[src/common/rv32_pkg.sv]
// RV32 ISA definitions for the execute stage and its testbench
// instruction word views and the funct3 codes the datapath decodes
`default_nettype none

package rv32_pkg;

	localparam int XLEN = 32;	// data word width

	////////////////////////////////////////
	// instruction word, one view per format
	////////////////////////////////////////
	typedef union packed {
		struct packed {
			logic [6:0] funct7;
			logic [4:0] rs2;
			logic [4:0] rs1;
			logic [2:0] funct3;
			logic [4:0] rd;
			logic [6:0] opcode;
		} r;
		struct packed {
			logic [11:0] imm;
			logic [4:0]  rs1;
			logic [2:0]  funct3;
			logic [4:0]  rd;
			logic [6:0]  opcode;
		} i;
		struct packed {
			logic [6:0] imm_hi;	// imm[11:5]
			logic [4:0] rs2;
			logic [4:0] rs1;
			logic [2:0] funct3;
			logic [4:0] imm_lo;	// imm[4:0]
			logic [6:0] opcode;
		} s;
		struct packed {
			logic       imm12;	// sign bit
			logic [5:0] imm10_5;
			logic [4:0] rs2;
			logic [4:0] rs1;
			logic [2:0] funct3;
			logic [3:0] imm4_1;
			logic       imm11;
			logic [6:0] opcode;
		} b;
		struct packed {
			logic [19:0] imm;	// imm[31:12]
			logic [4:0]  rd;
			logic [6:0]  opcode;
		} u;
		struct packed {
			logic       imm20;	// sign bit
			logic [9:0] imm10_1;
			logic       imm11;
			logic [7:0] imm19_12;
			logic [4:0] rd;
			logic [6:0] opcode;
		} j;
	} rv32_inst_t;

	// branch conditions, B-format funct3
	typedef enum logic [2:0] {
		BEQ  = 3'b000,
		BNE  = 3'b001,
		BLT  = 3'b100,
		BGE  = 3'b101,
		BLTU = 3'b110,
		BGEU = 3'b111
	} branch_funct_e;

	// M extension multiplies, R-format funct3
	typedef enum logic [2:0] {
		MUL    = 3'b000,
		MULH   = 3'b001,
		MULHSU = 3'b010,
		MULHU  = 3'b011
	} mult_funct_e;

endpackage

`default_nettype wire

[src/common/ex_pkg.sv]
// micro-op encodings used between issue and the execution units
// unit class, ALU function and operand select codes
`default_nettype none

package ex_pkg;

	localparam int TAG_BITS = 6;	// physical tag, 0 = no destination

	typedef enum logic [1:0] {
		INT_UNIT,
		BRANCH_UNIT,
		MULT_UNIT
	} ex_unit_e;

	typedef enum logic [3:0] {
		ALU_ADD,
		ALU_SUB,
		ALU_SLT,
		ALU_SLTU,
		ALU_AND,
		ALU_OR,
		ALU_XOR,
		ALU_SLL,
		ALU_SRL,
		ALU_SRA
	} alu_func_e;

	typedef enum logic [1:0] {
		OPA_IS_RS1,
		OPA_IS_NPC,
		OPA_IS_PC,
		OPA_IS_ZERO
	} opa_select_e;

	typedef enum logic [2:0] {
		OPB_IS_RS2,
		OPB_IS_I_IMM,
		OPB_IS_S_IMM,
		OPB_IS_B_IMM,
		OPB_IS_U_IMM,
		OPB_IS_J_IMM
	} opb_select_e;

endpackage

`default_nettype wire

[src/common/complete_if.sv]
// one finished result from an execution unit to the completion queue
// no ready, the queue takes the result in every cycle valid is high
`default_nettype none
`timescale 1ns/10ps

interface complete_if;
	import rv32_pkg::*;
	import ex_pkg::*;

	logic                valid;
	logic [TAG_BITS-1:0] dest_tag;
	logic [XLEN-1:0]     result;
	logic                take_branch;
	logic [XLEN-1:0]     target;	// branch or jump destination

	modport source (output valid, dest_tag, result, take_branch, target);
	modport sink (input valid, dest_tag, result, take_branch, target);

endinterface

`default_nettype wire

[src/rtl/complete_queue.sv]
// in-order completion queue, two write ports and one read port
// multiplier entry is written ahead of the integer entry in a cycle
// head entry is presented from registers, flush empties the queue
`default_nettype none
`timescale 1ns/10ps

module complete_queue #(
	parameter int MULT_STAGES = 4,
	parameter int QUEUE_DEPTH = MULT_STAGES + 2
) (
	input  wire                         clock,
	input  wire                         reset,
	input  wire                         flush,
	complete_if.sink                    mult_in,
	complete_if.sink                    int_in,
	output logic                        complete_valid,
	output logic [ex_pkg::TAG_BITS-1:0] complete_dest_tag,
	output logic                        reg_wr_en,
	output logic [rv32_pkg::XLEN-1:0]   ex_result,
	output logic                        take_branch,
	output logic [rv32_pkg::XLEN-1:0]   branch_target
);
	import rv32_pkg::*;
	import ex_pkg::*;

	// backlog grows by one per collision, at most one per multiply in flight
	localparam int DEPTH = (QUEUE_DEPTH > MULT_STAGES + 1) ? QUEUE_DEPTH : MULT_STAGES + 2;
	localparam int PTR_BITS = $clog2(DEPTH);
	localparam int CNT_BITS = $clog2(DEPTH + 1);

	logic [TAG_BITS-1:0] tag_q    [DEPTH];
	logic [XLEN-1:0]     result_q [DEPTH];
	logic                branch_q [DEPTH];
	logic [XLEN-1:0]     target_q [DEPTH];

	logic [PTR_BITS-1:0] head;
	logic [PTR_BITS-1:0] tail;
	logic [PTR_BITS-1:0] tail_plus1;
	logic [PTR_BITS-1:0] int_slot;
	logic [CNT_BITS-1:0] count;
	logic [CNT_BITS-1:0] n_wr;
	logic [CNT_BITS-1:0] n_pop;

	function automatic logic [PTR_BITS-1:0] next_ptr(input logic [PTR_BITS-1:0] p);
		return (p == PTR_BITS'(DEPTH - 1)) ? '0 : p + 1'b1;
	endfunction

	assign tail_plus1 = next_ptr(tail);
	assign int_slot   = mult_in.valid ? tail_plus1 : tail;	// behind the multiply
	assign n_wr       = CNT_BITS'(mult_in.valid) + CNT_BITS'(int_in.valid);
	assign n_pop      = CNT_BITS'(complete_valid);

	////////////////////////////////////////
	// entry storage
	////////////////////////////////////////
	always_ff @(posedge clock) begin
		if (mult_in.valid) begin
			tag_q[tail]    <= mult_in.dest_tag;
			result_q[tail] <= mult_in.result;
			branch_q[tail] <= mult_in.take_branch;
			target_q[tail] <= mult_in.target;
		end
		if (int_in.valid) begin
			tag_q[int_slot]    <= int_in.dest_tag;
			result_q[int_slot] <= int_in.result;
			branch_q[int_slot] <= int_in.take_branch;
			target_q[int_slot] <= int_in.target;
		end
	end

	// pointers and occupancy
	always_ff @(posedge clock) begin
		if (reset || flush) begin
			head  <= '0;
			tail  <= '0;
			count <= '0;
		end else begin
			if (complete_valid) begin
				head <= next_ptr(head);	// one pop per cycle
			end
			if (mult_in.valid && int_in.valid) begin
				tail <= next_ptr(tail_plus1);
			end else if (mult_in.valid || int_in.valid) begin
				tail <= tail_plus1;
			end
			count <= count + n_wr - n_pop;
		end
	end

	assign complete_valid    = (count != '0);
	assign complete_dest_tag = tag_q[head];
	assign reg_wr_en         = complete_valid && (tag_q[head] != '0);	// tag 0 writes nothing
	assign ex_result         = result_q[head];
	assign take_branch       = complete_valid && branch_q[head];
	assign branch_target     = target_q[head];

endmodule

`default_nettype wire

[src/flat_wrapper.sv]
// flat-port wrapper written by rule: the top's interface ports become plain ports
module complete_queue_flat import rv32_pkg::*; import ex_pkg::*;
#(
	parameter int MULT_STAGES = 4,
	parameter int QUEUE_DEPTH = MULT_STAGES + 2
)
  (clock, reset, flush, complete_valid, complete_dest_tag, reg_wr_en, ex_result, take_branch, branch_target, mult_in_valid, mult_in_dest_tag, mult_in_result, mult_in_take_branch, mult_in_target, int_in_valid, int_in_dest_tag, int_in_result, int_in_take_branch, int_in_target);
  complete_if mult_in_i ();
  complete_if int_in_i ();
  input  wire clock;
  input  wire reset;
  input  wire flush;
  output logic complete_valid;
  output logic [ex_pkg::TAG_BITS-1:0] complete_dest_tag;
  output logic reg_wr_en;
  output logic [rv32_pkg::XLEN-1:0] ex_result;
  output logic take_branch;
  output logic [rv32_pkg::XLEN-1:0] branch_target;
  input wire logic [$bits(mult_in_i.valid)-1:0] mult_in_valid;
  input wire logic [$bits(mult_in_i.dest_tag)-1:0] mult_in_dest_tag;
  input wire logic [$bits(mult_in_i.result)-1:0] mult_in_result;
  input wire logic [$bits(mult_in_i.take_branch)-1:0] mult_in_take_branch;
  input wire logic [$bits(mult_in_i.target)-1:0] mult_in_target;
  input wire logic [$bits(int_in_i.valid)-1:0] int_in_valid;
  input wire logic [$bits(int_in_i.dest_tag)-1:0] int_in_dest_tag;
  input wire logic [$bits(int_in_i.result)-1:0] int_in_result;
  input wire logic [$bits(int_in_i.take_branch)-1:0] int_in_take_branch;
  input wire logic [$bits(int_in_i.target)-1:0] int_in_target;
  assign mult_in_i.valid = mult_in_valid;
  assign mult_in_i.dest_tag = mult_in_dest_tag;
  assign mult_in_i.result = mult_in_result;
  assign mult_in_i.take_branch = mult_in_take_branch;
  assign mult_in_i.target = mult_in_target;
  assign int_in_i.valid = int_in_valid;
  assign int_in_i.dest_tag = int_in_dest_tag;
  assign int_in_i.result = int_in_result;
  assign int_in_i.take_branch = int_in_take_branch;
  assign int_in_i.target = int_in_target;
  complete_queue #(.MULT_STAGES(MULT_STAGES), .QUEUE_DEPTH(QUEUE_DEPTH)) u_core (.clock(clock), .reset(reset), .flush(flush), .mult_in(mult_in_i), .int_in(int_in_i), .complete_valid(complete_valid), .complete_dest_tag(complete_dest_tag), .reg_wr_en(reg_wr_en), .ex_result(ex_result), .take_branch(take_branch), .branch_target(branch_target));
endmodule
[config.mk]
export PLATFORM = sky130hd
export DESIGN_NAME = complete_queue_flat
export DESIGN_NICKNAME = d
export VERILOG_FILES = /design/src/common/rv32_pkg.sv /design/src/common/ex_pkg.sv /design/src/common/complete_if.sv /design/src/rtl/complete_queue.sv /design/src/flat_wrapper.sv
export SDC_FILE = /design/constraint.sdc
export NUM_CORES = 1
export LEC_CHECK = 0
export BUFFER_PORTS_ARGS = -buffer_cell sky130_fd_sc_hd__buf_2
export CORE_MARGIN = 2
export CORE_UTILIZATION = 56
export CTS_BUF_LIST = sky130_fd_sc_hd__clkbuf_4 sky130_fd_sc_hd__clkbuf_8
export CTS_CLUSTER_SIZE = 25
export DETAILED_ROUTE_END_ITERATION = 8
export GPL_ROUTABILITY_DRIVEN = 1
export PLACE_DENSITY = 0.89
export SYNTH_ARGS = -nofsm -noshare
export SYNTH_HDL_FRONTEND = slang
export SYNTH_SLANG_ARGS = --single-unit
[constraint.sdc]
create_clock -name clock -period 8.95 [get_ports clock]
set_input_delay 1.3425 -clock clock [delete_from_list [all_inputs] [get_ports clock]]
set_output_delay 1.3425 -clock clock [all_outputs]
set_load 0.1 [all_outputs]
; ---- After elaboration in Yosys (flattened, before gate mapping)
; Memories as Yosys holds them, arrays and structs flattened. A register that Yosys moved wholly into a read port is not among the register bits.
; Index checks and enable logic that the tools add are counted.
; Widths: inputs -> output; s select.
[op_classes]
add_sub_neg = 6
n_eq_ne = 3
n_mux = 18
reduce_logical = 8
[ops]
columns = operator, n
row1 = $mux 3, 14
row2 = $add 3x1->3 const B, 3
row3 = $eq 3x3->1 const B, 3
row4 = $reduce_bool 6->1, 1
row5 = $mux 1, 4
row6 = $add 3x3->3, 1
row7 = $logic_and 1x1->1, 3
row8 = $reduce_bool 3->1, 1
row9 = $sub 3x1->3, 1
row10 = $add 1x1->2, 1
row11 = $logic_or 1x1->1, 2
row12 = $reduce_bool 2->1, 1
[totals]
reg_bits = 9
ramBits = 426
inputBits = 147
out_inout_bits = 73
word_cells = 42
n_memories = 4
[mem_list]
columns = name, depth, width, rd, rd_clocked_by_memory_dff, wr, line
row1 = u_core.result_q, 6, 32, 1, 1, 2, complete_queue.sv:32  ; logic [XLEN-1:0] result_q [DEPTH];
row2 = u_core.target_q, 6, 32, 1, 1, 2, complete_queue.sv:34  ; logic [XLEN-1:0] target_q [DEPTH];
row3 = u_core.tag_q, 6, 6, 1, 1, 2, complete_queue.sv:31  ; logic [TAG_BITS-1:0] tag_q [DEPTH];
row4 = u_core.branch_q, 6, 1, 1, 1, 2, complete_queue.sv:33  ; logic branch_q [DEPTH];

; ---- Longest topological paths before layout
[logic_depth]
ltp_word = 5
depth_mapped = 10

; ---- Worst setup path before layout
; OpenSTA, ideal clock, no wires.
[synth_path]
path_kind = in2reg
from = input port mult_in_valid
to = memory u_core.branch_q[1], enable pin
arrival_ns = 8.491
t_required_ns = 8.275
path_slack_ns = -0.216
cell_stages = 3
path_cell_list = clkbuf_1 -> nor2_1 -> nor4_1
[synth_lines]
columns = element, line
row1 = "start, declared", flat_wrapper.sv:19  ; input wire logic [$bits(mult_in_i.valid)-1:0] mult_in_valid;
row2 = "end, declared", complete_queue.sv:33

==> impl_metrics.toml <==
[outcome]
status = "complete, no violations"

[layout]
fin_nets = 1696
areaGrowthSynthToFinish_pct = 12.8
layout_commonest_cell = "edfxtp_1"
final_cell_mix = "426 x edfxtp_1, 351 x mux2_2, 219 x buf_2"
fill_cells = 2739
final_layout_size_suffix_gt1_share_pct = 53.9

[synth]
synthTopCellsByArea = "edfxtp_1 58%, mux2_2 18%, mux4_2 7.1%"
synth_nets = 1470
synth_compound_area_share_pct = 2.05
yosysSeqAreaShare_pct = 58.9
yosys.area.top_type_share_pct = 57.8
yosys.area.top_type = "edfxtp_1"
ys_types = 45
muxShareOfSynthArea_pct = 33.6
synthArstFlopShare_pct = 0
synthFlopType = "edfxtp_1"
syn-cell-area_um2 = 22100
synth_edf_count = 426
synthAdderAreaFrac_pct = 0.373
yosysWarnings = 0
avgSynthCellArea_um2 = 16.8
synth_xor_area_share_pct = 0.119
synth_top_family_by_area = "multiplexers"
synth-simple-area-share_pct = 2.27
synthCells = 1317
ys_seq_elements = 438

[drt]
firstDrtPassIters = 5
totalWireLength_um = 51400
via_count = 12700
viasPerCell = 5.98
drcViolationCount = 0
final_antenna_net_count = 0
avgRoutedWirePerCell_um = 24.2
drt-initial-drc-count = 777

[setup_path]
arrival_ns = 3.81
path_max_fanout = 48
end_kind = "output pin"
cp_cell_sequence = "buf_4 -> buf_4 -> mux4_2 -> nor2_1 -> a21oi_1 -> buf_2"
startpoint_type = "register"
max_stage_delay_ns = 0.85
worstPathRequired_ns = 7.61
crit_type = "register to output pin"
cp_slowest_cell = "buf_4"
crit_path_frequent_cell = "buf_4"

[timing]
setup_violations = 0
period_share_pct = 57.5
skew_ns = 0.0312
fin_setup_tns_ns = 0
fmax_mhz = 194
finalHoldViolations = 0
finalMaxSlewViolations = 0
final.min_clock_period_ns = 5.15
worst_pin_slew_ns = 1.11
relSlewSlack_pct = 25.6
rsz0062_at_grt = "no"

[power_and_ir_drop]
power_frac_comb_pct = 28.5
p_sw_share_pct = 34.6
p_switching_mw = 1.97
power_density_nw_per_um2 = 228
intPower_mw = 3.72
seqPwrFrac_pct = 42.1
clkPwrFrac_pct = 29.4
ir_drop_uv = 166
p_total_mw = 5.69
leakage_nw = 8.97

[die]
fp.coreArea_um2 = 38800
dieWidth_um = 203
die-area_um2 = 41100
rows = 72
num_io_pins = 220
die_h_um = 203
start_util_pct = 57.0

[global_route]
grt_usage_pct = 25.3
antenna_found_initial = 17
first_global_vias = 13400
grt_max_degree = 81
grt_pass1_wl_um = 78600
grt_overflow_total = 0

[clock_network]
clock_path_buffers = 3
postCtsSetupBuffers = 0
cts_resized = 0
cts_made_buffers = 73
cts_hold_buffers = 0
insertion_delay_ns = 0.61
cts_tree = "yes"
clock_sinks = 438
cts_htree_levels = 3
root_buffer = "clkbuf_8"
cts.clk_slew.worst_paths_ns = 0.06

[hold_path]
hp-class = "register to register"

[placed_design]
dpl.hpwl_um = 28500
place.gp.congestion = 0.725
io_buffers = 219

[job]
maxCapViolations = 0
==> state kept, by name, indices dropped and copies added (netlist names), named ones only <==
signal	count
u_core.head	3
u_core.tail	3
u_core.count	3
u_core.target_q	192
u_core.result_q	192
u_core.tag_q	36
u_core.branch_q	6
==> power groups by stage <==
stage	sequential (mW)	combinational, mW	clock (mW)
after detailed placement	2.44	1.62	0
after floorplan	2.43	1.34	0
after global placement	2.43	1.60	0
after global routing	2.40	1.70	1.80
final	2.40	1.62	1.67
after CTS	2.40	1.63	1.71
==> worst max-delay path, delay by kind of cell, from the launching register on <==
kind / cells / cell delay (ns)
AO/OA/AOI/OAI: 1 / 0.08
buffers and inverters: 3 / 1.85
flip-flops: 1 / 0.48
multiplexers: 1 / 0.60
AND/OR/NAND/NOR: 1 / 0.10
==> through the flow <==
step	setup WS [ns]	instance area [um^2]	util (%)	hold slack (ns)	std cells
2_1_floorplan	1.35	22100	-	0.454	1317
3_3_place_gp	4.39	23600	60.7	0.456	1986
3_5_place_dp	4.38	23600	60.7	0.482	1986
4_1_cts	3.72	24900	64.2	0.498	2112
5_1_grt	3.54	24900	64.2	0.538	2116
6_report	3.80	25000	64.3	0.509	2124
==> layer usage <==
metal  vias up  GRT usage, %  wire length, um
met1      6492          31.8            20500
li1       5696             -                -
met3        93          6.13             3530
met4        12          8.19             1040
met5         -             0               74
met2       408          43.3            26200
==> path summary, 6_finish.rpt <==
check,startpoint,to,slack (ns),cells after the start
worst max-delay path,register,branch_target[14],3.80,6
worst min-delay path,u_core.head[1]$_SDFFE_PP0N_,register,0.51,2
worst max register to register,u_core.tail[1]$_SDFFE_PP0P_,u_core.tag_q[4][4]$_DFFE_PP_,5.63,5
worst min register to register,u_core.head[1]$_SDFFE_PP0N_,register,0.51,2
==> Yosys cell counts (2+ instances only) <==
cell type  number
mux2_1         14
or3_1           3
buf_1           6
mux2_4         71
mux2i_1        69
nand2b_1        2
edfxtp_1      426
a21oi_1        72
buf_6          16
clkbuf_1       12
nand2_1         7
o21ai_0         2
dfxtp_1        12
nor2_1         80
o31ai_1         2
inv_1          10
mux4_2         70
nor4_1          2
ha_1            5
xnor2_1         3
and2_1          2
buf_4          13
nor3_1          5
buf_2          41
and3_1          2
mux2_2        351
==> logic make-up (layout without fill, tap and decap cells) <==
family                   after synthesis  in the layout
AO/OA/AOI/OAI                         84             84
XOR/XNOR                               3              3
adder cells (fa/ha/maj)                6              6
buffers and inverters                 98            375
flip-flops                           438            438
multiplexers                         575            575
other                                  0             12
AND/OR/NAND/NOR                      113            113
==> final cells by class <==
cell class	instances	area, um^2	area share (%)
tap	518	648	2.60
multi-input combinational	781	8600	34.5
sequential	438	13000	52.3
inverter	10	37.5	0.150
clock inverter	23	101	0.406
antenna	12	30.0	0.120
clock buffer	103	1250	5.00
timing repair buffer	239	1250	4.99
Note: power is estimated with default switching activity, not from simulation.
