$ cat config.mk
export PLATFORM = sky130hd
export DESIGN_NAME = pipelined_multiplier_flat
export DESIGN_NICKNAME = d
export VERILOG_FILES = /design/src/common/rv32_pkg.sv /design/src/common/ex_pkg.sv /design/src/common/ex_op_if.sv /design/src/common/complete_if.sv /design/src/rtl/execute/pipelined_multiplier.sv /design/src/flat_wrapper.sv
export SDC_FILE = /design/constraint.sdc
export NUM_CORES = 2
export LEC_CHECK = 0
export BUFFER_PORTS_ARGS = -buffer_cell sky130_fd_sc_hd__buf_4
export CORE_MARGIN = 2
export CORE_UTILIZATION = 55
export DETAILED_ROUTE_END_ITERATION = 10
export PLACE_DENSITY = 0.72
export SYNTH_ARGS = -nofsm -noshare
export SYNTH_HDL_FRONTEND = slang
export SYNTH_SLANG_ARGS = --single-unit
$ cat constraint.sdc
create_clock -name clock -period 11 [get_ports clock]
set_input_delay 1.65 -clock clock [delete_from_list [all_inputs] [get_ports clock]]
set_output_delay 1.65 -clock clock [all_outputs]
set_load 0.05 [all_outputs]
$ cat src/common/rv32_pkg.sv
// RV32 ISA definitions for the execute stage and its testbench
// instruction word views and the funct3 codes the datapath decodes
`default_nettype none

package rv32_pkg;

	localparam int XLEN = 32;	// data word width

	////////////////////////////////////////
	// instruction word, one view per format
	////////////////////////////////////////
	typedef union packed {
		struct packed {
			logic [6:0] funct7;
			logic [4:0] rs2;
			logic [4:0] rs1;
			logic [2:0] funct3;
			logic [4:0] rd;
			logic [6:0] opcode;
		} r;
		struct packed {
			logic [11:0] imm;
			logic [4:0]  rs1;
			logic [2:0]  funct3;
			logic [4:0]  rd;
			logic [6:0]  opcode;
		} i;
		struct packed {
			logic [6:0] imm_hi;	// imm[11:5]
			logic [4:0] rs2;
			logic [4:0] rs1;
			logic [2:0] funct3;
			logic [4:0] imm_lo;	// imm[4:0]
			logic [6:0] opcode;
		} s;
		struct packed {
			logic       imm12;	// sign bit
			logic [5:0] imm10_5;
			logic [4:0] rs2;
			logic [4:0] rs1;
			logic [2:0] funct3;
			logic [3:0] imm4_1;
			logic       imm11;
			logic [6:0] opcode;
		} b;
		struct packed {
			logic [19:0] imm;	// imm[31:12]
			logic [4:0]  rd;
			logic [6:0]  opcode;
		} u;
		struct packed {
			logic       imm20;	// sign bit
			logic [9:0] imm10_1;
			logic       imm11;
			logic [7:0] imm19_12;
			logic [4:0] rd;
			logic [6:0] opcode;
		} j;
	} rv32_inst_t;

	// branch conditions, B-format funct3
	typedef enum logic [2:0] {
		BEQ  = 3'b000,
		BNE  = 3'b001,
		BLT  = 3'b100,
		BGE  = 3'b101,
		BLTU = 3'b110,
		BGEU = 3'b111
	} branch_funct_e;

	// M extension multiplies, R-format funct3
	typedef enum logic [2:0] {
		MUL    = 3'b000,
		MULH   = 3'b001,
		MULHSU = 3'b010,
		MULHU  = 3'b011
	} mult_funct_e;

endpackage

`default_nettype wire

$ cat src/common/ex_pkg.sv
// micro-op encodings used between issue and the execution units
// unit class, ALU function and operand select codes
`default_nettype none

package ex_pkg;

	localparam int TAG_BITS = 6;	// physical tag, 0 = no destination

	typedef enum logic [1:0] {
		INT_UNIT,
		BRANCH_UNIT,
		MULT_UNIT
	} ex_unit_e;

	typedef enum logic [3:0] {
		ALU_ADD,
		ALU_SUB,
		ALU_SLT,
		ALU_SLTU,
		ALU_AND,
		ALU_OR,
		ALU_XOR,
		ALU_SLL,
		ALU_SRL,
		ALU_SRA
	} alu_func_e;

	typedef enum logic [1:0] {
		OPA_IS_RS1,
		OPA_IS_NPC,
		OPA_IS_PC,
		OPA_IS_ZERO
	} opa_select_e;

	typedef enum logic [2:0] {
		OPB_IS_RS2,
		OPB_IS_I_IMM,
		OPB_IS_S_IMM,
		OPB_IS_B_IMM,
		OPB_IS_U_IMM,
		OPB_IS_J_IMM
	} opb_select_e;

endpackage

`default_nettype wire

$ cat src/common/ex_op_if.sv
// decoded op from operand_decode to the integer and multiply paths
// at most one of int_valid and mult_valid is high in a cycle
`default_nettype none
`timescale 1ns/10ps

interface ex_op_if;
	import rv32_pkg::*;
	import ex_pkg::*;

	logic                int_valid;	// integer or branch class
	logic                mult_valid;
	logic [XLEN-1:0]     opa;
	logic [XLEN-1:0]     opb;
	logic [XLEN-1:0]     rs1;	// raw values for compare and multiply
	logic [XLEN-1:0]     rs2;
	alu_func_e           alu_func;
	branch_funct_e       branch_funct;
	mult_funct_e         mult_funct;
	logic                cond_branch;
	logic                uncond_branch;
	logic [XLEN-1:0]     npc;	// link value of a jump
	logic [TAG_BITS-1:0] dest_tag;

	modport decode (output int_valid, mult_valid, opa, opb, rs1, rs2, alu_func,
		branch_funct, mult_funct, cond_branch, uncond_branch, npc, dest_tag);
	modport int_unit (input int_valid, opa, opb, rs1, rs2, alu_func, branch_funct,
		cond_branch, uncond_branch, npc, dest_tag);
	modport mult_unit (input mult_valid, rs1, rs2, mult_funct, dest_tag);

endinterface

`default_nettype wire

$ cat src/common/complete_if.sv
// one finished result from an execution unit to the completion queue
// no ready, the queue takes the result in every cycle valid is high
`default_nettype none
`timescale 1ns/10ps

interface complete_if;
	import rv32_pkg::*;
	import ex_pkg::*;

	logic                valid;
	logic [TAG_BITS-1:0] dest_tag;
	logic [XLEN-1:0]     result;
	logic                take_branch;
	logic [XLEN-1:0]     target;	// branch or jump destination

	modport source (output valid, dest_tag, result, take_branch, target);
	modport sink (input valid, dest_tag, result, take_branch, target);

endinterface

`default_nettype wire

$ cat src/rtl/execute/pipelined_multiplier.sv
// pipelined 32x32 multiplier for mul, mulh, mulhsu and mulhu
// one partial product per stage, accepts an op every cycle
// result leaves exactly MULT_STAGES cycles after issue
`default_nettype none
`timescale 1ns/10ps

module pipelined_multiplier #(
	parameter int MULT_STAGES = 4
) (
	input  wire        clock,
	input  wire        reset,
	input  wire        flush,
	ex_op_if.mult_unit op,
	complete_if.source res
);
	import rv32_pkg::*;
	import ex_pkg::*;

	localparam int STEP = 2 * XLEN / MULT_STAGES;	// multiplier bits per stage

	logic a_signed;
	logic b_signed;

	// index 0 is the issue side, index s the register behind stage s
	logic [2*XLEN-1:0]   mcand   [MULT_STAGES];
	logic [2*XLEN-1:0]   mplier  [MULT_STAGES];
	logic [2*XLEN-1:0]   product [MULT_STAGES+1];
	logic                valid   [MULT_STAGES+1];
	logic [TAG_BITS-1:0] tag     [MULT_STAGES+1];
	mult_funct_e         func    [MULT_STAGES+1];

	// mulhsu: rs1 signed, rs2 unsigned
	assign a_signed = (op.mult_funct != MULHU);
	assign b_signed = (op.mult_funct == MUL) || (op.mult_funct == MULH);

	assign mcand[0]   = {{XLEN{a_signed & op.rs1[XLEN-1]}}, op.rs1};
	assign mplier[0]  = {{XLEN{b_signed & op.rs2[XLEN-1]}}, op.rs2};
	assign product[0] = '0;
	assign valid[0]   = op.mult_valid;
	assign tag[0]     = op.dest_tag;
	assign func[0]    = op.mult_funct;

	for (genvar s = 1; s <= MULT_STAGES; s++) begin : stage
		always_ff @(posedge clock) begin
			product[s] <= product[s-1]
				+ (2*XLEN)'(mplier[s-1][STEP-1:0]) * mcand[s-1];
			tag[s]     <= tag[s-1];
			func[s]    <= func[s-1];
		end

		always_ff @(posedge clock) begin
			if (reset || flush) begin
				valid[s] <= 1'b0;	// cancels in-flight ops
			end else begin
				valid[s] <= valid[s-1];
			end
		end

		// last stage has nothing left to shift
		if (s < MULT_STAGES) begin : shift
			always_ff @(posedge clock) begin
				mcand[s]  <= mcand[s-1] << STEP;
				mplier[s] <= mplier[s-1] >> STEP;
			end
		end
	end

	assign res.valid       = valid[MULT_STAGES];
	assign res.dest_tag    = tag[MULT_STAGES];
	assign res.result      = (func[MULT_STAGES] == MUL) ? product[MULT_STAGES][XLEN-1:0]
		: product[MULT_STAGES][2*XLEN-1:XLEN];	// high word for the mulh forms
	assign res.take_branch = 1'b0;
	assign res.target      = '0;

endmodule

`default_nettype wire

$ cat src/flat_wrapper.sv
// flat-port wrapper written by rule: the top's interface ports become plain ports
module pipelined_multiplier_flat import rv32_pkg::*; import ex_pkg::*;
#(
	parameter int MULT_STAGES = 4
)
  (clock, reset, flush, op_mult_valid, op_rs1, op_rs2, op_mult_funct, op_dest_tag, res_valid, res_dest_tag, res_result, res_take_branch, res_target);
  ex_op_if op_i ();
  complete_if res_i ();
  input  wire clock;
  input  wire reset;
  input  wire flush;
  input wire logic [$bits(op_i.mult_valid)-1:0] op_mult_valid;
  input wire logic [$bits(op_i.rs1)-1:0] op_rs1;
  input wire logic [$bits(op_i.rs2)-1:0] op_rs2;
  input wire logic [$bits(op_i.mult_funct)-1:0] op_mult_funct;
  input wire logic [$bits(op_i.dest_tag)-1:0] op_dest_tag;
  output wire logic [$bits(res_i.valid)-1:0] res_valid;
  output wire logic [$bits(res_i.dest_tag)-1:0] res_dest_tag;
  output wire logic [$bits(res_i.result)-1:0] res_result;
  output wire logic [$bits(res_i.take_branch)-1:0] res_take_branch;
  output wire logic [$bits(res_i.target)-1:0] res_target;
  assign op_i.mult_valid = op_mult_valid;
  assign op_i.rs1 = op_rs1;
  assign op_i.rs2 = op_rs2;
  assign op_i.mult_funct = op_mult_funct;
  assign op_i.dest_tag = op_dest_tag;
  assign res_valid = res_i.valid;
  assign res_dest_tag = res_i.dest_tag;
  assign res_result = res_i.result;
  assign res_take_branch = res_i.take_branch;
  assign res_target = res_i.target;
  pipelined_multiplier #(.MULT_STAGES(MULT_STAGES)) u_core (.clock(clock), .reset(reset), .flush(flush), .op(op_i), .res(res_i));
endmodule
# Word level (Yosys, flattened, before mapping)
# Index checks and enable logic that the tools add are counted.
# op_classes
add_sub_neg	3
mul	4
n_eq_ne	2
n_mux	1
bitwise	2
reduce_logical	4
# op_table
op	count
adder 64 bit	3
multiplier 17 x 33 -> 50 bit	1
multiplier 16 x 48 -> 48 bit	1
multiplier 16 x 32 -> 32 bit	1
2-to-1 mux 32 bit	1
multiplier 1 x 16 -> 16 bit	1
zero test 3 bit	2
equality test 3 x 1 -> 1 bit (second input constant)	1
inequality test 3 x 2 -> 1 bit (second input constant)	1
bitwise AND 1 bit	2
logical OR 1 bit	2
# totals
register_bits	396
input_bits	77

# Depth between registers and ports, before layout
# depth
word_depth	3
depth_mapped	36
mapped_depth_nobuf	35

# Worst setup path before layout
# No wires, ideal clock.
# synth_timing
kind	register to register
startpoint	reg u_core.mcand[158] (netlist name)
endpoint	reg u_core.product[191] (netlist name)
setup_time_ns	0.072
arrival_ns	7.792
slack_ns	3.136
stages_incl_launch_ff	36
path_cell_list	dfxtp_1 > clkbuf_1 > nand2_1 > fa_1 > inv_1 > fa_1 > inv_1 > fa_1 > inv_1 > fa_1 > fa_1 > inv_1 > fa_1 > inv_1 > ha_1 > buf_2 > a211oi_1 > nand2_1 > nor2_1 > a21oi_1 > o21ai_0 > nand2_1 > a21o_1 > a21o_1 > a21o_1 > a21oi_1 > xnor2_1 > ha_1 > and4_1 > a31oi_2 > a21oi_2 > a21oi_2 > o41ai_1 > or4b_4 > a31oi_4 > xnor2_1
# synth_between
elab_chain_cells	2
# synth_lines
element	line	source
start, declared	pipelined_multiplier.sv:25	logic [2*XLEN-1:0] mcand [MULT_STAGES];
start signal, assigned by index	pipelined_multiplier.sv:62	mcand[s] <= mcand[s-1] << STEP;
multiplier 16 x 48 -> 48 bit	pipelined_multiplier.sv:46	+ (2*XLEN)'(mplier[s-1][STEP-1:0]) * mcand[s-1];
adder 64 bit	pipelined_multiplier.sv:46	
end signal, assigned by index	pipelined_multiplier.sv:45	product[s] <= product[s-1]
end, declared	pipelined_multiplier.sv:27	logic [2*XLEN-1:0] product [MULT_STAGES+1];
# No other way between the ends.
# A chain may end at the register's enable or synchronous reset.

# Worst setup path after layout
# layout_timing
startpoint	reg u_core.mplier[134] (netlist name)
endpoint	reg u_core.product[191] (netlist name)
# layout_between
elab_chain_cells	2
# layout_lines
element	line	source
start, declared	pipelined_multiplier.sv:26	logic [2*XLEN-1:0] mplier [MULT_STAGES];
start signal, assigned by index	pipelined_multiplier.sv:63	mplier[s] <= mplier[s-1] >> STEP;
multiplier 16 x 48 -> 48 bit	pipelined_multiplier.sv:46	
adder 64 bit	pipelined_multiplier.sv:46	
# No other way between the ends.

==> impl_metrics.toml <==
[worst_setup_path]
timing.critical_path.mode_cell = "sky130_fd_sc_hd__fa_1"
critical-path-max-stage-delay_ns = 1.05
worstSetupPathDepth = 32
crit_family = "adder cells"
worstPathRequired_ns = 11.51
worstReg2RegStart = "u_core.mplier[134]$_DFF_P_"
number_of_cells_on_the_worst_reg_to_reg_path = 32
regToRegEndpoint = "u_core.product[191]$_DFF_P_"
critPathKind = "flop to flop"
ff2ff_setup_slack_ns = 1.93
timing.critical_path.to_type = "flop"
library_cell_contributing_the_largest_single_delay_on_the_critical_path = "sky130_fd_sc_hd__dfxtp_1"
worstPathBufferInverterCount = 4
critPathArrivalTime_ns = 9.59
timing.critical_path.from_type = "flop"
path_max_fanout = 27

[timing]
worst_clock_skew_ns = 0.03437
worstMarginPinSlew_ns = 1.158
finalWorstPathRequiredPeriod_ns = 9.071
final_period_utilization_pct = 82.46
final_max_slew_viol_count = 0
final_hold_viol_count = 0
final_setup_violation_count = 0
max_clock_freq_mhz = 110.2
relSlewSlack_pct = 22.71
grt_setup_unrepaired = "no"
final.setup.worst_slack_ns = 1.929
finalSetupTns_ns = 0

[placed_design]
gp_congestion = 0.9337
dp_hpwl_um = 113000
place_worst_setup_slack_ns = 2.119
numPortBuffers = 115

[clock_tree]
tritoncts = "done"
numCtsBuffers = 43
cts-hold-fix-buffers = 0
postCtsSetupBuffers = 0
htree_num_levels = 2
cts_repair_resize_count = 0
cts_num_sinks = 382
clkLatencyLatePin_ns = 0.61
clk_root_buffer_cell = "sky130_fd_sc_hd__clkbuf_16"
clockBufferDepth = 3
path_clk_slew_ns = 0.06

[die]
die_width_um = 321.7
start_util_pct = 55.50
core_rows = 116
dieArea_mm2 = 0.1035
core_area_mm2 = 0.1000
ioPinCount = 149
height_of_the_chip_um = 321.7

[min_path]
hold_class = "flop to flop"
hp-start = "u_core.product[105]$_DFF_P_"
min_delay_worst_endpoint = "u_core.product[41]$_DFF_P_"
holdPathStages = 0

[global_route]
largest_net_degree_at_the_start_of_global_routing = 34
grt_pass1_vias = 41760
gr-total-overflow = 0
grt_first_pass_wirelength_um = 228800
antenna_found_initial = 13
global_route.usage.total_pct = 28.47

[routing]
viasPerCell = 5.426
wl_per_cell_um = 19.64
remaining_drc_errors = 0
detailedRoute.firstPassIterationCount = 6
drt_iter0_drc = 2631
routed_wl_um = 140500
num_vias = 38820
antenna_violating_nets_post_route = 0

[logic_synthesis]
synth-async-reset-ratio_pct = 0
synth_enable_flop_cells = 0
ys_warn_count = 0
synth-seq-area-share_pct = 13.78
ys_seq_elements = 382
post_synth.cell_area_avg_um2 = 9.544
synth_top_cell_area_share_pct = 43.50
synth_area_leader_cell = "sky130_fd_sc_hd__fa_1"
post_synth_inst_count = 5815
ys_types = 81
synth_top_flop_cell = "sky130_fd_sc_hd__dfxtp_1"
yosys-top-cells-area = "sky130_fd_sc_hd__fa_1 44%, sky130_fd_sc_hd__dfxtp_1 14%, sky130_fd_sc_hd__inv_1 8.9%, sky130_fd_sc_hd__ha_1 8.0%, sky130_fd_sc_hd__nand2_1 5.1%"
mappedNetlistArea_mm2 = 0.05550

[layout]
most_frequent_standard_cell_in_the_layout_excluding_fill_and_tap_cells = "sky130_fd_sc_hd__inv_1"
n_fill_cell = 8522
areaGrowthSynthToFinish_pct = 6.049
final_layout_size_suffix_gt1_share_pct = 4.922
num-nets-final = 7454
final_cell_mix = "1315 x sky130_fd_sc_hd__inv_1, 1206 x sky130_fd_sc_hd__fa_1, 759 x sky130_fd_sc_hd__nand2_1"

[run]
maxCapViolCount = 0

[status]
status = "finished, final reports clean"
cells by family (layout without fill, tap and decap cells):
group | count (synthesis) | count (layout) | synth area share (%)
adder cells (fa/ha/maj) | 1560 | 1560 | 51.48
buffers and inverters | 1536 | 1540 | 10.65
AND/OR/NAND/NOR | 1507 | 1507 | 13.07
AO/OA/AOI/OAI | 546 | 546 | 6.380
flip-flops | 382 | 382 | 13.78
XOR/XNOR | 247 | 247 | 3.898
multiplexers | 36 | 36 | 0.7215
other | 1 | 38 | 0.006757
worst reg2reg max path, delay by kind of cell (launching register included):
family	cells	cell delay, ns
adders and majority gates	8	3.52
DFF	1	1.05
and+or+nand+nor	5	1.29
buffers and inverters	4	0.24
AOI/OAI and AO/OA	13	2.61
xor gates and xnor gates	2	0.28
registers in the layout (all words and copies together) (netlist names):
register,count
u_core.product,242
u_core.mcand,81
u_core.mplier,19
u_core.tag,18
u_core.func,12
u_core.res.dest_tag,6
u_core.valid,3
u_core.res.valid,1
cells in the mapped netlist, types with 15 or more instances:
cell / number
sky130_fd_sc_hd__nand2b_1: 32
sky130_fd_sc_hd__fa_1: 1206
sky130_fd_sc_hd__nand4_1: 16
sky130_fd_sc_hd__o21a_1: 21
sky130_fd_sc_hd__ha_1: 354
sky130_fd_sc_hd__mux2_2: 32
sky130_fd_sc_hd__dfxtp_1: 382
sky130_fd_sc_hd__a31oi_1: 15
sky130_fd_sc_hd__xnor2_1: 194
sky130_fd_sc_hd__xor2_1: 53
sky130_fd_sc_hd__buf_4: 39
sky130_fd_sc_hd__clkbuf_1: 180
sky130_fd_sc_hd__nor2b_1: 23
sky130_fd_sc_hd__inv_1: 1315
sky130_fd_sc_hd__o21ai_0: 80
sky130_fd_sc_hd__a21o_1: 99
sky130_fd_sc_hd__o21bai_1: 29
sky130_fd_sc_hd__nor3_1: 23
sky130_fd_sc_hd__a21oi_1: 185
sky130_fd_sc_hd__nor2_1: 111
sky130_fd_sc_hd__and3_1: 19
sky130_fd_sc_hd__nand2_1: 759
sky130_fd_sc_hd__nand3_1: 34
sky130_fd_sc_hd__and2_1: 448
metrics by stage:
step	area, um2	hold slack [ns]	utilization, %	std cells
2_1_floorplan	55620	0.3096	-	5847
6_report	58850	0.3165	58.85	7154
3_5_place_dp	57370	0.3121	57.37	7070
5_1_grt	58840	0.3189	58.84	7149
3_3_place_gp	57370	0.3095	57.37	7070
4_1_cts	58840	0.3111	58.84	7149
metal layers:
layer / vias to the layer above / routed length (um) / part of all wire, % / global-route usage, %
li1: 17250 / - / - / -
met1: 19790 / 58470 / 42 / 39.00
met2: 1489 / 67170 / 48 / 47.04
met3: 280 / 10630 / 7.6 / 4.427
met4: 8 / 4158 / 3.0 / 8.224
met5: - / 52 / 0.037 / 0
worst max-delay path by stage:
stage	startpoint	end	slack (ns)
final	u_core.mplier[134]$_DFF_P_	u_core.product[191]$_DFF_P_	1.93
after global placement	u_core.mplier[134]$_DFF_P_	u_core.product[191]$_DFF_P_	2.22
after CTS	u_core.mplier[134]$_DFF_P_	u_core.product[191]$_DFF_P_	2.04
after detailed placement	u_core.mplier[134]$_DFF_P_	u_core.product[191]$_DFF_P_	2.12
after global routing	u_core.mplier[134]$_DFF_P_	u_core.product[191]$_DFF_P_	1.36
after floorplan	u_core.mcand[158]$_DFF_P_	u_core.product[191]$_DFF_P_	3.14
cell type report:
cell class                 instances  area [um2]  share of cell area (%)
clock inverter                    26       301.5                  0.5124
timing repair buffer             146        1096                   1.862
sequential                       382        7649                   13.00
antenna                            5       12.51                 0.02126
tap                             1298        1624                   2.759
clock buffer                      53        1174                   1.994
multi-input combinational       3929       42060                   71.47
inverter                        1315        4936                   8.387
Power is not shown: default switching activity piles up to over one toggle a cycle in this logic, so the estimate is an artifact.
