--- src/common/rv32_pkg.sv ---
// RV32 ISA definitions for the execute stage and its testbench
// instruction word views and the funct3 codes the datapath decodes
`default_nettype none

package rv32_pkg;

	localparam int XLEN = 32;	// data word width

	////////////////////////////////////////
	// instruction word, one view per format
	////////////////////////////////////////
	typedef union packed {
		struct packed {
			logic [6:0] funct7;
			logic [4:0] rs2;
			logic [4:0] rs1;
			logic [2:0] funct3;
			logic [4:0] rd;
			logic [6:0] opcode;
		} r;
		struct packed {
			logic [11:0] imm;
			logic [4:0]  rs1;
			logic [2:0]  funct3;
			logic [4:0]  rd;
			logic [6:0]  opcode;
		} i;
		struct packed {
			logic [6:0] imm_hi;	// imm[11:5]
			logic [4:0] rs2;
			logic [4:0] rs1;
			logic [2:0] funct3;
			logic [4:0] imm_lo;	// imm[4:0]
			logic [6:0] opcode;
		} s;
		struct packed {
			logic       imm12;	// sign bit
			logic [5:0] imm10_5;
			logic [4:0] rs2;
			logic [4:0] rs1;
			logic [2:0] funct3;
			logic [3:0] imm4_1;
			logic       imm11;
			logic [6:0] opcode;
		} b;
		struct packed {
			logic [19:0] imm;	// imm[31:12]
			logic [4:0]  rd;
			logic [6:0]  opcode;
		} u;
		struct packed {
			logic       imm20;	// sign bit
			logic [9:0] imm10_1;
			logic       imm11;
			logic [7:0] imm19_12;
			logic [4:0] rd;
			logic [6:0] opcode;
		} j;
	} rv32_inst_t;

	// branch conditions, B-format funct3
	typedef enum logic [2:0] {
		BEQ  = 3'b000,
		BNE  = 3'b001,
		BLT  = 3'b100,
		BGE  = 3'b101,
		BLTU = 3'b110,
		BGEU = 3'b111
	} branch_funct_e;

	// M extension multiplies, R-format funct3
	typedef enum logic [2:0] {
		MUL    = 3'b000,
		MULH   = 3'b001,
		MULHSU = 3'b010,
		MULHU  = 3'b011
	} mult_funct_e;

endpackage

`default_nettype wire

--- src/common/ex_pkg.sv ---
// micro-op encodings used between issue and the execution units
// unit class, ALU function and operand select codes
`default_nettype none

package ex_pkg;

	localparam int TAG_BITS = 6;	// physical tag, 0 = no destination

	typedef enum logic [1:0] {
		INT_UNIT,
		BRANCH_UNIT,
		MULT_UNIT
	} ex_unit_e;

	typedef enum logic [3:0] {
		ALU_ADD,
		ALU_SUB,
		ALU_SLT,
		ALU_SLTU,
		ALU_AND,
		ALU_OR,
		ALU_XOR,
		ALU_SLL,
		ALU_SRL,
		ALU_SRA
	} alu_func_e;

	typedef enum logic [1:0] {
		OPA_IS_RS1,
		OPA_IS_NPC,
		OPA_IS_PC,
		OPA_IS_ZERO
	} opa_select_e;

	typedef enum logic [2:0] {
		OPB_IS_RS2,
		OPB_IS_I_IMM,
		OPB_IS_S_IMM,
		OPB_IS_B_IMM,
		OPB_IS_U_IMM,
		OPB_IS_J_IMM
	} opb_select_e;

endpackage

`default_nettype wire

--- src/common/ex_op_if.sv ---
// decoded op from operand_decode to the integer and multiply paths
// at most one of int_valid and mult_valid is high in a cycle
`default_nettype none
`timescale 1ns/10ps

interface ex_op_if;
	import rv32_pkg::*;
	import ex_pkg::*;

	logic                int_valid;	// integer or branch class
	logic                mult_valid;
	logic [XLEN-1:0]     opa;
	logic [XLEN-1:0]     opb;
	logic [XLEN-1:0]     rs1;	// raw values for compare and multiply
	logic [XLEN-1:0]     rs2;
	alu_func_e           alu_func;
	branch_funct_e       branch_funct;
	mult_funct_e         mult_funct;
	logic                cond_branch;
	logic                uncond_branch;
	logic [XLEN-1:0]     npc;	// link value of a jump
	logic [TAG_BITS-1:0] dest_tag;

	modport decode (output int_valid, mult_valid, opa, opb, rs1, rs2, alu_func,
		branch_funct, mult_funct, cond_branch, uncond_branch, npc, dest_tag);
	modport int_unit (input int_valid, opa, opb, rs1, rs2, alu_func, branch_funct,
		cond_branch, uncond_branch, npc, dest_tag);
	modport mult_unit (input mult_valid, rs1, rs2, mult_funct, dest_tag);

endinterface

`default_nettype wire

--- src/common/complete_if.sv ---
// one finished result from an execution unit to the completion queue
// no ready, the queue takes the result in every cycle valid is high
`default_nettype none
`timescale 1ns/10ps

interface complete_if;
	import rv32_pkg::*;
	import ex_pkg::*;

	logic                valid;
	logic [TAG_BITS-1:0] dest_tag;
	logic [XLEN-1:0]     result;
	logic                take_branch;
	logic [XLEN-1:0]     target;	// branch or jump destination

	modport source (output valid, dest_tag, result, take_branch, target);
	modport sink (input valid, dest_tag, result, take_branch, target);

endinterface

`default_nettype wire

--- src/rtl/execute/int_execute.sv ---
// integer path, combinational: ALU, branch condition and target adder
// result goes to the completion queue in the issue cycle
`default_nettype none
`timescale 1ns/10ps

module int_execute (
	ex_op_if.int_unit  op,
	complete_if.source res
);
	import rv32_pkg::*;
	import ex_pkg::*;

	logic signed [XLEN-1:0] s_opa;
	logic signed [XLEN-1:0] s_opb;
	logic signed [XLEN-1:0] s_rs1;
	logic signed [XLEN-1:0] s_rs2;
	logic [XLEN-1:0]        sum;
	logic [XLEN-1:0]        alu_result;
	logic                   cond;

	assign s_opa = op.opa;
	assign s_opb = op.opb;
	assign s_rs1 = op.rs1;
	assign s_rs2 = op.rs2;
	assign sum   = op.opa + op.opb;	// also the branch/jump target

	////////////////////////////////////////
	// ALU
	////////////////////////////////////////
	always_comb begin
		case (op.alu_func)
			ALU_ADD:  alu_result = sum;
			ALU_SUB:  alu_result = op.opa - op.opb;
			ALU_SLT:  alu_result = {{(XLEN-1){1'b0}}, s_opa < s_opb};
			ALU_SLTU: alu_result = {{(XLEN-1){1'b0}}, op.opa < op.opb};
			ALU_AND:  alu_result = op.opa & op.opb;
			ALU_OR:   alu_result = op.opa | op.opb;
			ALU_XOR:  alu_result = op.opa ^ op.opb;
			ALU_SLL:  alu_result = op.opa << op.opb[4:0];
			ALU_SRL:  alu_result = op.opa >> op.opb[4:0];
			ALU_SRA:  alu_result = s_opa >>> op.opb[4:0];	// keeps the sign
			default:  alu_result = '0;
		endcase
	end

	////////////////////////////////////////
	// branch condition on the raw registers
	////////////////////////////////////////
	always_comb begin
		case (op.branch_funct)
			BEQ:     cond = (op.rs1 == op.rs2);
			BNE:     cond = (op.rs1 != op.rs2);
			BLT:     cond = (s_rs1 < s_rs2);
			BGE:     cond = (s_rs1 >= s_rs2);
			BLTU:    cond = (op.rs1 < op.rs2);
			BGEU:    cond = (op.rs1 >= op.rs2);
			default: cond = 1'b0;
		endcase
	end

	assign res.valid       = op.int_valid;
	assign res.dest_tag    = op.dest_tag;
	assign res.take_branch = op.uncond_branch || (op.cond_branch && cond);
	assign res.target      = sum;

	// jumps write the link value, conditional branches write nothing useful
	always_comb begin
		if (op.uncond_branch) begin
			res.result = op.npc;
		end else if (op.cond_branch) begin
			res.result = '0;
		end else begin
			res.result = alu_result;
		end
	end

endmodule

`default_nettype wire

--- src/flat_wrapper.sv ---
// flat-port wrapper written by rule: the top's interface ports become plain ports
module int_execute_flat import rv32_pkg::*; import ex_pkg::*;
  (op_int_valid, op_opa, op_opb, op_rs1, op_rs2, op_alu_func, op_branch_funct, op_cond_branch, op_uncond_branch, op_npc, op_dest_tag, res_valid, res_dest_tag, res_result, res_take_branch, res_target);
  ex_op_if op_i ();
  complete_if res_i ();
  input wire logic [$bits(op_i.int_valid)-1:0] op_int_valid;
  input wire logic [$bits(op_i.opa)-1:0] op_opa;
  input wire logic [$bits(op_i.opb)-1:0] op_opb;
  input wire logic [$bits(op_i.rs1)-1:0] op_rs1;
  input wire logic [$bits(op_i.rs2)-1:0] op_rs2;
  input wire logic [$bits(op_i.alu_func)-1:0] op_alu_func;
  input wire logic [$bits(op_i.branch_funct)-1:0] op_branch_funct;
  input wire logic [$bits(op_i.cond_branch)-1:0] op_cond_branch;
  input wire logic [$bits(op_i.uncond_branch)-1:0] op_uncond_branch;
  input wire logic [$bits(op_i.npc)-1:0] op_npc;
  input wire logic [$bits(op_i.dest_tag)-1:0] op_dest_tag;
  output wire logic [$bits(res_i.valid)-1:0] res_valid;
  output wire logic [$bits(res_i.dest_tag)-1:0] res_dest_tag;
  output wire logic [$bits(res_i.result)-1:0] res_result;
  output wire logic [$bits(res_i.take_branch)-1:0] res_take_branch;
  output wire logic [$bits(res_i.target)-1:0] res_target;
  assign op_i.int_valid = op_int_valid;
  assign op_i.opa = op_opa;
  assign op_i.opb = op_opb;
  assign op_i.rs1 = op_rs1;
  assign op_i.rs2 = op_rs2;
  assign op_i.alu_func = op_alu_func;
  assign op_i.branch_funct = op_branch_funct;
  assign op_i.cond_branch = op_cond_branch;
  assign op_i.uncond_branch = op_uncond_branch;
  assign op_i.npc = op_npc;
  assign op_i.dest_tag = op_dest_tag;
  assign res_valid = res_i.valid;
  assign res_dest_tag = res_i.dest_tag;
  assign res_result = res_i.result;
  assign res_take_branch = res_i.take_branch;
  assign res_target = res_i.target;
  int_execute u_core (.op(op_i), .res(res_i));
endmodule
--- config.mk ---
export PLATFORM = sky130hd
export DESIGN_NAME = int_execute_flat
export DESIGN_NICKNAME = d
export VERILOG_FILES = /design/src/common/rv32_pkg.sv /design/src/common/ex_pkg.sv /design/src/common/ex_op_if.sv /design/src/common/complete_if.sv /design/src/rtl/execute/int_execute.sv /design/src/flat_wrapper.sv
export SDC_FILE = /design/constraint.sdc
export NUM_CORES = 1
export LEC_CHECK = 0
export BUFFER_PORTS_ARGS = -buffer_cell sky130_fd_sc_hd__clkbuf_2
export CORE_MARGIN = 2
export CORE_UTILIZATION = 45
export DETAILED_ROUTE_END_ITERATION = 8
export PLACE_DENSITY = 0.71
export SYNTH_ARGS = -nofsm -noshare
export SYNTH_HDL_FRONTEND = slang
export SYNTH_SLANG_ARGS = --single-unit
--- constraint.sdc ---
create_clock -name vclk -period 6.75
set_input_delay 0.3375 -clock vclk [all_inputs]
set_output_delay 0.3375 -clock vclk [all_outputs]
set_load 0.02 [all_outputs]
Word level (Yosys, flattened, before mapping)

Index checks and enable logic that the tools add are counted.
W data, S select, Z words.

Register bits: 0
Bits of input ports: 176
Logic and storage cells: 38

Add/subtract/negate cells: 2
Magnitude comparators: 6
Eq/ne operators: 16
Shifts and indexed selects: 3
Muxes and demuxes: 4
Bitwise logic cells: 3
Reductions and logical operators: 4

Operators by type and width:

| cell                 | count |
|---|---|
| $pmux W32 S10        | 1 |
| $lt A32 B32 Y1       | 4 |
| $ge A32 B32 Y1       | 2 |
| $mux W32             | 2 |
| $add A32 B32 Y32     | 1 |
| $and A32 B32 Y32     | 1 |
| $eq A32 B32 Y1       | 1 |
| $ne A32 B32 Y1       | 1 |
| $or A32 B32 Y32      | 1 |
| $shl A32 B5 Y32      | 1 |
| $shr A32 B5 Y32      | 1 |
| $sshr A32 B5 Y32     | 1 |
| $sub A32 B32 Y32     | 1 |
| $xor A32 B32 Y32     | 1 |
| $eq A4 B3 Y1 const B | 4 |
| $eq A3 B3 Y1 const B | 4 |
| $eq A4 B2 Y1 const B | 2 |
| $eq A4 B4 Y1 const B | 2 |
| $pmux W1 S6          | 1 |
| $eq A4 B1 Y1 const B | 1 |
| $logic_not A4 Y1     | 1 |
| $eq A3 B1 Y1 const B | 1 |
| $logic_not A3 Y1     | 1 |
| $logic_and A1 B1 Y1  | 1 |
| $logic_or A1 B1 Y1   | 1 |

Logic depth before layout (Yosys ltp)

Gate-level depths: netlist (run 1).

Depth after elaboration: 4
Depth in mapped cells: 17
Depth with buffers taken out: 14

Worst setup path before layout (run 1)

Ideal clock, no wire load.

Path kind: input -> output
From: in op_opb[2]
To: out res_result[31]
Data arrival time: 4.013 ns
Data required time: 6.412 ns
Path slack: 2.399 ns
Cell stages on the path: 17
Cells stage by stage: buf_2 clkinv_1 buf_2 buf_1 ha_1 buf_4 a21oi_1 a21o_1 a211oi_1 or2_1 buf_2 a2111oi_2 o31ai_1 a311o_1 xor2_1 nand2_1 a32oi_1

Word-level cells in the longest chain between the ends: 4

Ends and longest elaborated chain:

| element            | line               | RTL |
|---|---|---|
| start, declared    | flat_wrapper.sv:8  | `input wire logic [$bits(op_i.opb)-1:0] op_opb;` |
| $add A32 B32 Y32   | int_execute.sv:25  | `assign sum = op.opa + op.opb;` |
| via res_target[31] | flat_wrapper.sv:21 | `output wire logic [$bits(res_i.target)-1:0] res_target;` |
| $pmux W32 S10      | int_execute.sv:31  | `case (op.alu_func)` |
| $mux W32           | int_execute.sv:70  | `end else if (op.cond_branch) begin` |
| $mux W32           | int_execute.sv:68  | `if (op.uncond_branch) begin` |
| end, declared      | flat_wrapper.sv:19 | `output wire logic [$bits(res_i.result)-1:0] res_result;` |

The timed path passes the listed nets, and every way through them passes these cells.

Worst setup path after layout (run 1)

From: in op_opb[1]
To: out res_result[27]

Word-level cells in the longest chain between the ends: 4

Ends and longest elaborated chain:

| element                                  | line              | RTL |
|---|---|---|
| $sub A32 B32 Y32 (tied with other cells) | int_execute.sv:33 | `ALU_SUB: alu_result = op.opa - op.opb;` |
| $pmux W32 S10 *                          | int_execute.sv:31 |  |
| $mux W32 *                               | int_execute.sv:70 |  |
| $mux W32 *                               | int_execute.sv:68 |  |

Every way passes the cells marked *; elsewhere a longest branch is shown, timed or not.

==> flow_summary.yaml, run 1 <==
logic_synthesis:
  synth_compound_area_frac: 0.343
  ys_seq_area_frac: 0
  synth_top_area_cell: "ha_1"
  netlist_area_um2: 10100
  synth_top_family_by_area: "compound AO/OA/AOI/OAI gates"
  synthAdderAreaFrac: 0.165
  synthCells: 1476
  ys_types: 85
  synth_simple_gate_area_frac: 0.192
  synth_area_leaders: "ha_1 (16%), mux4_2 (9.6%), a21oi_1 (7.0%), nor2_1 (6.4%), o21ai_0 (5.1%)"
  synth.area.mux_share: 0.156
  syn_area_per_cell_um2: 6.81
  synth_top_area_share: 0.161
  synth_xor_area_frac: 0.0418
  synth_warnings: 0
  synth_most_common_cell: "nor2_1"
  syn_nets: 1783
  yosys-top-cells-count: "nor2_1 (172), a21oi_1 (140), ha_1 (129)"
timing:
  rsz0062_at_grt: "false"
  tightest_slew_ns: 1.01
  setup_viol: 0
  hold_viol_final: 0
  post-route-period-util: 0.711
  slew-limit-headroom: 0.321
  period_minus_slack_ns: 4.80
  tns_ns: 0
  fmax_mhz: 208
  maxSlewViolCount: 0
layout:
  area_delta_synth_final_pct: 11.5
  nFillCells: 2327
  multi_input_area_um2: 9050
  design_area_um2: 11200
  design.seq.count: 0
  seq_area_um2: 0
  drive_above_1_share: 0.202
  diodes: 0
  layoutNonFillerInstCount: 1896
  num-clock-buffers: 0
  final_util: 0.512
  nets: 1925
route:
  routed_wl_um: 46900
  dr.pass1.iters: 6
  vias: 12500
  drt-wirelength-per-cell_um: 24.7
  final_antenna_net_count: 0
  via_per_inst: 6.57
  drt-initial-drc-count: 1509
  route.detailed.drc: 0
clocking:
  cts-hold-fix-buffers: 0
  post-cts-setup-buffers: 0
  cts_resized: 0
floorplan:
  die_area_um2: 23600
  ios: 248
  core_um2: 21900
  initial_core_util: 0.459
  row_count: 54
  die_h_um: 153
  die_w_um: 153
power:
  p_leak_nw: 5.34
  switchingPower_mw: 0.682
  peakVddDrop_v: 0.0000744
  seq_power_share: 0
  powerDensity_nw_per_um2: 94.8
  pwr-share-comb: 1.000
  power_frac_clock: 0
  p_int_mw: 0.380
  sw_frac_of_total: 0.642
critical_path:
  cp_data_required_time_ns: 6.41
  endpoint_kind: "output pin"
  crit_path_start_kind: "input port"
  crit_type: "in2out"
  crit_fanout: 36
  critPathArrivalTime_ns: 4.46
job:
  max_cap_violations: 0
grt:
  grt_max_degree: 70
  overflow: 0
  antenna_found_initial: 0
  grt_pass1_vias: 11800
  grt_pass1_wl_um: 71000
  grt_use_total: 0.380
placed_design:
  place_congestion: 1.05
  placed_area_um2: 11200
  placed_cells: 1896
  port_buffers: 234
  hpwl_um: 37300
worst_hold_path:
  hold_path.class: "in2out"
outcome:
  status: "finished, final reports clean"
## per-layer routing
layer / GRT usage / part of all wire / up-vias
li1: - / - / 5700
met4: 0.170 / 0.057 / 0
met2: 0.622 / 0.45 / 794
met1: 0.507 / 0.40 / 5816
met3: 0.0386 / 0.087 / 149
met5: 0 / 0 / -
## worst max-delay path: stages
cell	delay [ns]
clkbuf_2	0.60
clkinv_1	0.16
buf_4	0.31
ha_1	0.38
nor2_1	0.07
o311ai_1	0.56
a2111o_1	0.28
a211o_1	0.19
a31oi_2	0.13
a21oi_1	0.43
o21ai_2	0.18
a21boi_1	0.22
mux2i_1	0.10
a32oi_1	0.28
clkbuf_2	0.22
## cell families after synthesis
group	Yosys count
AO/OA/AOI/OAI	522
XOR/XNOR	48
adder cells (fa/ha/maj)	131
buffers and inverters	246
multiplexers	100
AND/OR/NAND/NOR	429
## cell usage in the layout, fill, tap and decap left out, drive strengths merged, types with 13 or more instances in the layout
master  Yosys  routed
a21oi     141     141
o21bai     13      13
a31oi      28      28
inv       129     129
xnor2      42      42
ha        129     129
nand2     118     118
nand2b     13      13
a211oi     33      33
a21o       32      32
o211ai     16      16
mux2i      46      46
a221oi     20      20
mux4       44      44
nand3      22      22
a22oi      21      21
o21ai     118     118
clkbuf     63     233
buf        49      19
nor2      173     173
nor3       24      24
## power groups by stage
stage | Combinational [mW] | Sequential (mW) | Clock (mW)
after global placement | 1.03 | 0 | 0
after floorplan | 0.696 | 0 | 0
final | 1.06 | 0 | 0
after CTS | 1.04 | 0 | 0
after global routing | 1.14 | 0 | 0
after detailed placement | 1.04 | 0 | 0
## cell type report
cell class / instances / share of cell area
multi-input cells: 1230 / 0.807
repair buffers: 252 / 0.117
inverters: 134 / 0.0449
well taps: 280 / 0.0313
## metrics by stage
| step | total power [mW] | setup slack (ns) | hold WS, ns |
|---|---|---|---|
| final | 1.06 | 1.95 | 0.675 |
| after floorplan | 0.696 | 2.40 | 0.788 |
| after detailed placement | 1.04 | 2.12 | 0.675 |
| after global placement | 1.03 | 2.12 | 0.675 |
| after global routing | 1.14 | 1.71 | 0.675 |
| after CTS | 1.04 | 2.11 | 0.675 |
## path summary, 6_finish.rpt
check | cells past startpoint | to | start
hold / removal | 0 | res_dest_tag[4] | op_dest_tag[4]
setup / recovery | 15 | res_result[27] | op_opb[1]
No activity file was read; power rests on OpenSTA's default activity.
==> inputs of run 2 (changes only) <==
--- a/config.mk
+++ b/config.mk
@@ -9,7 +9,7 @@
 export CORE_MARGIN = 2
 export CORE_UTILIZATION = 45
 export DETAILED_ROUTE_END_ITERATION = 8
-export PLACE_DENSITY = 0.71
+export PLACE_DENSITY = 0.74
 export SYNTH_ARGS = -nofsm -noshare
 export SYNTH_HDL_FRONTEND = slang
 export SYNTH_SLANG_ARGS = --single-unit
==> constraint.sdc (replaced) <==
create_clock -name vclk -period 4.4
set_input_delay 0.22 -clock vclk [all_inputs]
set_output_delay 0.22 -clock vclk [all_outputs]
set_load 0.02 [all_outputs]
==> flow_summary.yaml, run 2 (same netlist as run 1, synthesis figures left out) <==
outcome:
  status: "finished, final reports clean"
clocking:
  cts-hold-fix-buffers: 0
  cts_resized: 0
  post-cts-setup-buffers: 0
floorplan:
  ios: 248
  die_h_um: 153
  initial_core_util: 0.459
  core_um2: 21900
  row_count: 54
  die_w_um: 153
  die_area_um2: 23600
job:
  max_cap_violations: 0
route:
  routed_wl_um: 47800
  via_per_inst: 6.60
  route.detailed.drc: 0
  drt-initial-drc-count: 1305
  dr.pass1.iters: 6
  vias: 12700
  final_antenna_net_count: 0
  drt-wirelength-per-cell_um: 24.9
layout:
  nFillCells: 2266
  diodes: 0
  seq_area_um2: 0
  area_delta_synth_final_pct: 13.2
  num-clock-buffers: 0
  design.seq.count: 0
  drive_above_1_share: 0.212
  nets: 1947
  final_common_cell: "clkbuf_2"
  multi_input_area_um2: 9050
  layout_common_cells: "clkbuf_2 (233), nor2_1 (172), a21oi_1 (140)"
critical_path:
  crit_type: "in2out"
  crit_path_start_kind: "input port"
  cp_data_required_time_ns: 4.18
  endpoint_kind: "output pin"
  crit_fanout: 10
  critPathArrivalTime_ns: 3.79
power:
  peakVddDrop_v: 0.000100
  p_leak_nw: 5.45
  powerDensity_nw_per_um2: 146
timing:
  period_minus_slack_ns: 4.01
  post-route-period-util: 0.912
  tightest_slew_ns: 0.964
  tns_ns: 0
  setup_viol: 0
  slew-limit-headroom: 0.355
  rsz0062_at_grt: "false"
  hold_viol_final: 0
  holdWs_ns: 0.440
  fmax_mhz: 249
  maxSlewViolCount: 0
grt:
  grt_pass1_vias: 11900
  overflow: 0
  grt_use_total: 0.387
  grt_pass1_wl_um: 72000
  grt_max_degree: 84
  antenna_found_initial: 0
placed_design:
  hpwl_um: 38800
  place_congestion: 1.07
  port_buffers: 234
worst_hold_path:
  hold_path.class: "in2out"
-- run 2: cell types whose count changed in the layout (fill, tap and decap cells not counted) --
cell    delta
buf_12     +1
buf_4     +21
-- run 2: through the flow --
stage / std cells / area (µm²) / setup WS [ns] / total power, mW / utilization
2_1_floorplan: 1476 / 10100 / 0.284 / 1.07 / -
3_3_place_gp: 1918 / 11400 / 0.523 / 1.61 / 0.520
3_5_place_dp: 1918 / 11400 / 0.485 / 1.61 / 0.520
4_1_cts: 1918 / 11400 / 0.463 / 1.62 / 0.520
5_1_grt: 1918 / 11400 / 0.234 / 1.77 / 0.520
6_report: 1918 / 11400 / 0.387 / 1.66 / 0.520
-- run 2: final timing paths --
path / startpoint / to / slack [ns] / cells past startpoint
worst min-delay path: op_dest_tag[1] / res_dest_tag[1] / 0.44 / 0
worst max-delay path: op_opa[8] / res_result[31] / 0.39 / 14
-- run 2: cell type report --
class                           count  share of cell area
Timing Repair Buffer              274               0.131
Inverter                          134              0.0442
Tap cell                          280              0.0308
Multi-Input combinational cell   1230               0.795
-- run 2: power by group --
part           internal (mW)  total, mW  leakage (nW)  switching, mW
registers                  0          0             0              0
clock network              0          0             0              0
logic                  0.597       1.66          5.45           1.06
total                  0.597       1.66          5.45           1.06
-- run 2: worst max-delay path: stages --
cell and delay [ns]:
clkbuf_2 0.19, inv_1 0.12, ha_1 0.60, inv_1 0.16, o31ai_1 0.38, a21o_1 0.20
or2_1 0.24, a2111oi_2 0.12, o31ai_1 0.54, a311o_1 0.28, xor2_1 0.21, nand2_1 0.08
a32oi_1 0.22, clkbuf_2 0.21
-- run 2: routing by layer --
metal / global-route usage / share of wire
met5: 0 / 0
met4: 0.217 / 0.070
met3: 0.0471 / 0.097
met2: 0.614 / 0.44
met1: 0.509 / 0.39
